`config.mk`:
```
export PLATFORM = sky130hd
export DESIGN_NAME = rd_bridge_top
export DESIGN_NICKNAME = d
export VERILOG_FILES = /design/src/source/axi_rd_pkg.sv /design/src/source/rd_bridge_pkg.sv /design/src/source/rd_client_slot.sv /design/src/source/rd_addr_arbiter.sv /design/src/source/rd_return_router.sv /design/src/source/rd_bridge_top.sv
export SDC_FILE = /design/constraint.sdc
export NUM_CORES = 1
export LEC_CHECK = 0
export BUFFER_PORTS_ARGS = -buffer_cell sky130_fd_sc_hd__buf_2
export CAP_MARGIN = 20
export CELL_PAD_IN_SITES_DETAIL_PLACEMENT = 0
export CELL_PAD_IN_SITES_GLOBAL_PLACEMENT = 1
export CORE_AREA = 2 2 196 198
export DETAILED_ROUTE_END_ITERATION = 12
export DIE_AREA = 0 0 198 200
export PLACE_DENSITY_LB_ADDON = 0.1
export SKIP_CTS_REPAIR_TIMING = 1
export SYNTH_ARGS = -nofsm -noshare
export SYNTH_HDL_FRONTEND = slang
export SYNTH_SLANG_ARGS = --single-unit
```
`constraint.sdc`:
```
create_clock -name clk -period 8.5 [get_ports clk]
set_clock_uncertainty 0.05 [all_clocks]
set_input_delay 1.7 -clock clk [delete_from_list [all_inputs] [get_ports clk]]
set_output_delay 1.7 -clock clk [all_outputs]
set_load 0.005 [all_outputs]
```
`src/source/axi_rd_pkg.sv`:
```
package axi_rd_pkg;

    ////////////////////
    // Channel widths
    ////////////////////
    localparam int AXI_ID_W    = 4;
    localparam int AXI_ADDR_W  = 29;  // Word address
    localparam int AXI_LEN_W   = 8;
    localparam int AXI_DATA_W  = 64;
    localparam int AXI_SIZE_W  = 3;
    localparam int AXI_BURST_W = 2;

    typedef logic [AXI_ID_W-1:0]    axi_id_t;
    typedef logic [AXI_ADDR_W-1:0]  axi_addr_t;
    typedef logic [AXI_LEN_W-1:0]   axi_len_t;   // Beats minus one
    typedef logic [AXI_DATA_W-1:0]  axi_data_t;
    typedef logic [AXI_SIZE_W-1:0]  axi_size_t;
    typedef logic [AXI_BURST_W-1:0] axi_burst_t;

    ////////////////////
    // Fixed burst encodings
    ////////////////////
    localparam axi_size_t  AXI_SIZE_8B    = 3'd3;  // 8 bytes per beat
    localparam axi_burst_t AXI_BURST_INCR = 2'd1;  // Incrementing

    // Read address channel payload, 46 bits
    typedef struct packed {
        axi_id_t    id;
        axi_addr_t  addr;
        axi_len_t   len;
        axi_size_t  size;
        axi_burst_t burst;
    } axi_ar_t;

    // Read data channel payload, response code not carried
    typedef struct packed {
        axi_id_t   id;
        axi_data_t data;
        logic      last;
    } axi_r_t;

endpackage

```
`src/source/rd_bridge_pkg.sv`:
```
package rd_bridge_pkg;

    ////////////////////
    // Bridge sizing
    ////////////////////
    localparam int NUM_CLIENTS = 4;
    localparam int CLIENT_W    = 2;   // Index width for NUM_CLIENTS
    localparam int NUM_TAGS    = 16;  // One entry per ID value

    typedef logic [CLIENT_W-1:0]    client_idx_t;
    typedef logic [NUM_CLIENTS-1:0] client_vec_t;  // One bit per client

    // Client burst request, 41 bits
    typedef struct packed {
        axi_rd_pkg::axi_id_t   id;
        axi_rd_pkg::axi_addr_t addr;
        axi_rd_pkg::axi_len_t  len;
    } rd_req_t;

    // Per-client progress
    typedef enum logic [1:0] {
        SLOT_IDLE      = 2'd0,  // Free for a new request
        SLOT_PENDING   = 2'd1,  // Waiting for the AR channel
        SLOT_IN_FLIGHT = 2'd2   // Address sent, beats outstanding
    } slot_state_t;

endpackage

```
`src/source/rd_client_slot.sv`:
```
`timescale 1ns/1ps

module rd_client_slot (
    input  logic                   clk,
    input  logic                   rst,
    // Client request side
    input  logic                   req,
    input  rd_bridge_pkg::rd_req_t req_data,
    output logic                   req_ack,
    output logic                   in_prog,
    // Toward arbiter and router
    input  logic                   issued,     // AR handshake for this slot
    input  logic                   done,       // Last beat transferred
    output logic                   pending,
    output rd_bridge_pkg::rd_req_t pend_req
);

    rd_bridge_pkg::slot_state_t state;
    rd_bridge_pkg::slot_state_t state_nxt;

    ////////////////////
    // Handshake
    ////////////////////
    // Accept only when free, same cycle as req
    assign req_ack = req && (state == rd_bridge_pkg::SLOT_IDLE);

    assign pending = (state == rd_bridge_pkg::SLOT_PENDING);
    assign in_prog = (state != rd_bridge_pkg::SLOT_IDLE);  // Both busy states

    ////////////////////
    // Progress FSM
    ////////////////////
    always_comb begin
        state_nxt = state;
        case (state)
            rd_bridge_pkg::SLOT_IDLE: begin
                if (req) state_nxt = rd_bridge_pkg::SLOT_PENDING;  // Captured now
            end
            rd_bridge_pkg::SLOT_PENDING: begin
                if (issued) state_nxt = rd_bridge_pkg::SLOT_IN_FLIGHT;
            end
            rd_bridge_pkg::SLOT_IN_FLIGHT: begin
                // Back to idle after last beat, in_prog drops next cycle
                if (done) state_nxt = rd_bridge_pkg::SLOT_IDLE;
            end
            default: state_nxt = rd_bridge_pkg::SLOT_IDLE;
        endcase
    end

    always_ff @(posedge clk) begin
        if (rst) begin
            state <= rd_bridge_pkg::SLOT_IDLE;
        end else begin
            state <= state_nxt;
        end
    end

    // Request held until arbiter takes it
    always_ff @(posedge clk) begin
        if (req_ack) begin
            pend_req <= req_data;
        end
    end

endmodule

```
`src/source/rd_addr_arbiter.sv`:
```
`timescale 1ns/1ps

module rd_addr_arbiter (
    input  logic                       clk,
    input  logic                       rst,
    // From slots
    input  rd_bridge_pkg::client_vec_t pending,
    input  rd_bridge_pkg::rd_req_t     pend_reqs [rd_bridge_pkg::NUM_CLIENTS],
    output rd_bridge_pkg::client_vec_t issued,     // One-hot on handshake
    // AXI read address channel
    output axi_rd_pkg::axi_ar_t        ar,
    output logic                       arvalid,
    input  logic                       arready,
    // Toward tag table
    output logic                       ar_fire,
    output rd_bridge_pkg::client_idx_t grant_idx
);

    rd_bridge_pkg::client_idx_t rr_ptr;  // Last granted client
    rd_bridge_pkg::client_idx_t cand;
    rd_bridge_pkg::client_idx_t pick;
    logic                       found;
    rd_bridge_pkg::rd_req_t     req_q;   // Granted request

    assign ar_fire = arvalid && arready;

    ////////////////////
    // Round-robin search
    ////////////////////
    // First pending slot after rr_ptr, rr_ptr itself checked last
    always_comb begin
        found = 1'b0;
        pick  = rr_ptr;
        cand  = rr_ptr;
        for (int k = 1; k <= rd_bridge_pkg::NUM_CLIENTS; k++) begin
            cand = rd_bridge_pkg::client_idx_t'((int'(rr_ptr) + k) % rd_bridge_pkg::NUM_CLIENTS);
            if (!found && pending[cand]) begin
                found = 1'b1;
                pick  = cand;
            end
        end
    end

    // Grant and arvalid on the same edge
    always_ff @(posedge clk) begin
        if (rst) begin
            arvalid <= 1'b0;
            rr_ptr  <= rd_bridge_pkg::client_idx_t'(rd_bridge_pkg::NUM_CLIENTS - 1);
        end else if (ar_fire) begin
            arvalid <= 1'b0;       // One idle cycle, slot clear settles
            rr_ptr  <= grant_idx;  // Advance past winner
        end else if (!arvalid && found) begin
            arvalid <= 1'b1;
        end
    end

    // Fields frozen while arvalid is up
    always_ff @(posedge clk) begin
        if (!arvalid && found) begin
            grant_idx <= pick;
            req_q     <= pend_reqs[pick];
        end
    end

    ////////////////////
    // AR channel drive
    ////////////////////
    assign ar.id    = req_q.id;
    assign ar.addr  = req_q.addr;
    assign ar.len   = req_q.len;
    assign ar.size  = axi_rd_pkg::AXI_SIZE_8B;     // Full 64-bit beats
    assign ar.burst = axi_rd_pkg::AXI_BURST_INCR;

    // Tell the winning slot its address went out
    always_comb begin
        issued = '0;
        if (ar_fire) issued[grant_idx] = 1'b1;
    end

endmodule

```
`src/source/rd_return_router.sv`:
```
`timescale 1ns/1ps

module rd_return_router (
    input  logic                       clk,
    input  logic                       rst,
    // Table write from AR handshake
    input  logic                       ar_fire,
    input  axi_rd_pkg::axi_id_t        ar_id,
    input  rd_bridge_pkg::client_idx_t grant_idx,
    // AXI read data channel
    input  axi_rd_pkg::axi_r_t         r,
    input  logic                       rvalid,
    output logic                       rready,
    // Client data side
    input  rd_bridge_pkg::client_vec_t data_rdy,
    output rd_bridge_pkg::client_vec_t data_vld,
    output axi_rd_pkg::axi_data_t      data,       // Shared by all clients
    output rd_bridge_pkg::client_vec_t cmpl,
    // Toward slots
    output rd_bridge_pkg::client_vec_t done
);

    ////////////////////
    // Tag lookaside table
    ////////////////////
    logic [rd_bridge_pkg::NUM_TAGS-1:0] tag_vld;                          // ID outstanding
    rd_bridge_pkg::client_idx_t         tag_own [rd_bridge_pkg::NUM_TAGS]; // Owning client

    logic                       hit;
    rd_bridge_pkg::client_idx_t owner;
    logic                       last_fire;

    // Lookup by response ID
    assign hit   = tag_vld[r.id];
    assign owner = tag_own[r.id];

    ////////////////////
    // Beat steering
    ////////////////////
    // Unknown ID drains with rready high
    assign rready = hit ? data_rdy[owner] : 1'b1;
    assign data   = r.data;

    always_comb begin
        data_vld = '0;
        if (rvalid && hit) data_vld[owner] = 1'b1;
    end

    // Strobe only on the transfer of the last beat
    assign cmpl      = data_vld & data_rdy & {rd_bridge_pkg::NUM_CLIENTS{r.last}};
    assign done      = cmpl;  // Same strobe, slot side
    assign last_fire = rvalid && rready && hit && r.last;

    // Entries set on AR handshake, dropped on last beat
    always_ff @(posedge clk) begin
        if (rst) begin
            for (int t = 0; t < rd_bridge_pkg::NUM_TAGS; t++) begin
                tag_vld[t] <= 1'b0;
                tag_own[t] <= '0;
            end
        end else begin
            if (last_fire) begin
                tag_vld[r.id] <= 1'b0;
            end
            if (ar_fire) begin  // New issue wins over clear
                tag_vld[ar_id] <= 1'b1;
                tag_own[ar_id] <= grant_idx;
            end
        end
    end

endmodule

```
`src/source/rd_bridge_top.sv`:
```
`timescale 1ns/1ps

module rd_bridge_top (
    input  logic                       clk,
    input  logic                       rst,
    // Client request ports
    input  rd_bridge_pkg::client_vec_t req,
    input  rd_bridge_pkg::rd_req_t     req_data [rd_bridge_pkg::NUM_CLIENTS],
    output rd_bridge_pkg::client_vec_t req_ack,
    output rd_bridge_pkg::client_vec_t in_prog,
    // Client data ports
    output rd_bridge_pkg::client_vec_t data_vld,
    output axi_rd_pkg::axi_data_t      data,
    input  rd_bridge_pkg::client_vec_t data_rdy,
    output rd_bridge_pkg::client_vec_t cmpl,
    // AXI4 read address channel
    output axi_rd_pkg::axi_ar_t        ar,
    output logic                       arvalid,
    input  logic                       arready,
    // AXI4 read data channel
    input  axi_rd_pkg::axi_r_t         r,
    input  logic                       rvalid,
    output logic                       rready
);

    rd_bridge_pkg::client_vec_t pending;
    rd_bridge_pkg::client_vec_t issued;
    rd_bridge_pkg::client_vec_t done;
    rd_bridge_pkg::rd_req_t     pend_reqs [rd_bridge_pkg::NUM_CLIENTS];
    logic                       ar_fire;
    rd_bridge_pkg::client_idx_t grant_idx;

    ////////////////////
    // Client slots
    ////////////////////
    for (genvar g = 0; g < rd_bridge_pkg::NUM_CLIENTS; g++) begin : g_slot
        rd_client_slot u_slot (
            .clk      (clk),
            .rst      (rst),
            .req      (req[g]),
            .req_data (req_data[g]),
            .req_ack  (req_ack[g]),
            .in_prog  (in_prog[g]),
            .issued   (issued[g]),
            .done     (done[g]),
            .pending  (pending[g]),
            .pend_req (pend_reqs[g])
        );
    end

    // Pending slots onto AR
    rd_addr_arbiter u_arb (
        .clk       (clk),
        .rst       (rst),
        .pending   (pending),
        .pend_reqs (pend_reqs),
        .issued    (issued),
        .ar        (ar),
        .arvalid   (arvalid),
        .arready   (arready),
        .ar_fire   (ar_fire),
        .grant_idx (grant_idx)
    );

    // Beats back to owners by ID
    rd_return_router u_rtr (
        .clk       (clk),
        .rst       (rst),
        .ar_fire   (ar_fire),
        .ar_id     (ar.id),
        .grant_idx (grant_idx),
        .r         (r),
        .rvalid    (rvalid),
        .rready    (rready),
        .data_rdy  (data_rdy),
        .data_vld  (data_vld),
        .data      (data),
        .cmpl      (cmpl),
        .done      (done)
    );

endmodule

```
==> impl_metrics.tcl <==
set metrics [dict create \
    slowest_stage "nor4_1" \
    finalMaxSlewViolations 0 \
    drc 0 \
    grt_pass1_vias 7136 \
    crit_required_ns 6.75 \
    irDropWorstVdd_uv 156 \
    seqPwrFrac_pct 48.1 \
    fmax_mhz 176 \
    critPathBufInv 2 \
    slew_headroom_pct 31.4 \
    setup_viol 0 \
    clock_power_share_pct 39.8 \
    grt_pass1_wl_um 44300 \
    numCtsBuffers 31 \
    die_h_um 200 \
    die_x_um 198 \
    gr-total-overflow 0 \
    rows 71 \
    synthCells 692 \
    synth-seq-cells 266 \
    place_ws_ns 2.86 \
    dr_total_vias 6500 \
    p_per_area_nw_per_um2 252 \
    antenna_found_initial 11 \
    hp-class "reg2reg" \
    period_minus_slack_ns 5.70 \
    root_buffer "clkbuf_16" \
    final_nets 1113 \
    wirelength_um 30400 \
    outcome "finished, final reports clean" \
    layout-drive-gt1-share_pct 41.8 \
    globalplace.congestion 0.828 \
    cts_buffer_depth 3 \
    swShare_pct 23.8 \
    initial_core_util_pct 29.9 \
    worstPathArrival_ns 3.95 \
    area_growth_pct 20.1 \
    finalSetupTns_ns 0 \
    maxCapViolCount 0 \
    startpoint_type "input pin" \
    synth_edf_count 239 \
    switching_power_uw 806 \
    power.leakage_nw 4.96 \
    cp_top_family "simple AND/OR/NAND/NOR gates" \
    track_usage_pct 15.2 \
    clk_pin_slew_ns 0.05 \
    wl_per_cell_um 21.6 \
    yosysSeqAreaShare_pct 69.1 \
    cts_tree "yes" \
    period_share_pct 67.0 \
    first_pass_iters 4 \
    drt_iter0_drc 350 \
    cts.sinks 266 \
    critPathMaxStageDelay_ns 0.66 \
    rsz0062_at_grt "false" \
    intPower_mw 2.57 \
    place_hpwl_um 21000 \
    dieArea_um2 39600 \
    path_class "in2out" \
    viasPerCell 4.61 \
    postRouteAntennaNets 0 \
    ios 373 \
    grt_max_degree 43 \
    crit_chain "buf_2 > mux2_2 > o22ai_2 > nor4_1 > nor4_1 > o221ai_1 > buf_2" \
    yosysWarnings 0 \
    synthesis.area_um2 11200 \
    setup_ws_ns 2.80 \
    async_reset_ff_share_pct 0 \
    coreArea_um2 37400 \
    worstSetupEndpointType "primary output" \
    htree_num_levels 1 \
    synth_flop_cell "edfxtp_1" \
    hold_viol_final 0 \
    insertion_delay_ns 0.56 \
    combPwrFrac_pct 12.1 \
    numPortBuffers 239 \
    avgSynthCellArea_um2 16.1 \
    critPathMaxFanout 22 \
    tightestPinTransition_ns 1.03 \
    synth_cell_types 47 \
]
==> worst paths after layout <==
check,start,endpoint,slack [ns],depth (start not counted)
setup / recovery,r[68],rready,2.80,7
hold / removal,g_slot[1].u_slot.state[1],g_slot[1].u_slot.state[1],0.46,2
setup reg to reg,g_slot[0].u_slot.state[0],u_arb.ar[7],5.67,6
hold reg to reg,g_slot[1].u_slot.state[1],g_slot[1].u_slot.state[1],0.46,2
==> state kept, by name (all words and copies together), names as in the netlist <==
name                    cells
u_arb.ar                   41
u_rtr.tag_vld              16
g_slot.u_slot.pend_req    164
u_arb.grant_idx             2
u_arb.rr_ptr                2
u_rtr.tag_own              32
u_arb.arvalid               1
g_slot.u_slot.state         8
==> worst min-delay path: stages (launching register included) <==
cell	delay, ns
dfxtp_1	0.33
nand2_1	0.07
o21ai_1	0.06
==> metrics by stage <==
stage | total power, mW | cell area (um2) | cells | util (%) | hold WS (ns)
after global routing | 3.53 | 13400 | 1407 | 35.9 | 0.492
after detailed placement | 2.08 | 12400 | 1346 | 33.1 | 0.453
after CTS | 3.45 | 13400 | 1403 | 35.9 | 0.467
after global placement | 2.07 | 12400 | 1346 | 33.1 | 0.447
after floorplan | 1.90 | 11200 | 695 | - | 0.387
final | 3.38 | 13400 | 1409 | 35.9 | 0.463
==> cell families after synthesis <==
family / count (synthesis) / synth area share (%)
other: 2 / 0.0672
and+or+nand+nor: 167 / 7.76
DFF: 266 / 69.1
AOI/OAI and AO/OA: 84 / 5.20
muxes: 59 / 10.9
buffers and inverters: 114 / 6.99
==> cell usage in the layout (no fill, tap or decap), drive strengths merged, types with 2 or more instances in the layout <==
cell type    n
mux2i        6
nand2       20
o22ai        5
nor4        10
edfxtp     239
and2        33
o22a         2
nand4        2
nor3        16
nand3        8
a22o         4
dfxtp       27
or2          9
nor2b       10
nand2b      10
clkbuf      38
nor2        44
diode        6
o221ai       2
inv          9
conb         5
o21ai       18
a22oi        2
mux4        49
clkinvlp     2
mux2         4
clkinv      10
bufinv       5
nand3b       3
buf        247
a21oi       43
==> synth_stat cells (10+ instances only) <==
| cell | n | area [um2] |
|---|---|---|
| buf_4 | 82 | 616 |
| o21ai_0 | 15 | 75.1 |
| nand2b_1 | 10 | 62.6 |
| a21oi_2 | 10 | 87.6 |
| dfxtp_1 | 27 | 541 |
| nor2_1 | 44 | 165 |
| nor3_1 | 16 | 80.1 |
| nand2_1 | 20 | 75.1 |
| mux4_2 | 46 | 1040 |
| edfxtp_1 | 239 | 7180 |
| and2_1 | 33 | 206 |
| clkbuf_1 | 14 | 52.6 |
| a21oi_1 | 33 | 165 |
| nor2b_1 | 10 | 62.6 |
==> per-layer routing <==
layer | wire [um] | vias to the layer above | global-route usage (%)
met5 | 41 | - | 0
met4 | 741 | 8 | 4.76
met3 | 2890 | 92 | 5.59
met2 | 14600 | 274 | 25.0
met1 | 12100 | 3190 | 18.5
li1 | - | 2936 | -
==> power groups by stage <==
| stage | combinational (mW) | sequential (mW) | clock, mW |
|---|---|---|---|
| 4_1_cts | 0.424 | 1.63 | 1.39 |
| 2_1_floorplan | 0.258 | 1.64 | 0 |
| 3_3_place_gp | 0.421 | 1.65 | 0 |
| 6_report | 0.410 | 1.62 | 1.35 |
| 3_5_place_dp | 0.425 | 1.65 | 0 |
| 5_1_grt | 0.451 | 1.64 | 1.44 |
==> layout make-up <==
class                           instances  area, um2
Clock buffer                           38        802
Tap cell                              511        639
Timing Repair Buffer                  247       1260
Sequential cell                       266       7720
Inverter                                7       26.3
Fill cell                            3600      24000
Multi-Input combinational cell        315       2740
Antenna cell                            6       15.0
Clock inverter                         19        225
No activity file was read; power rests on OpenSTA's default activity.
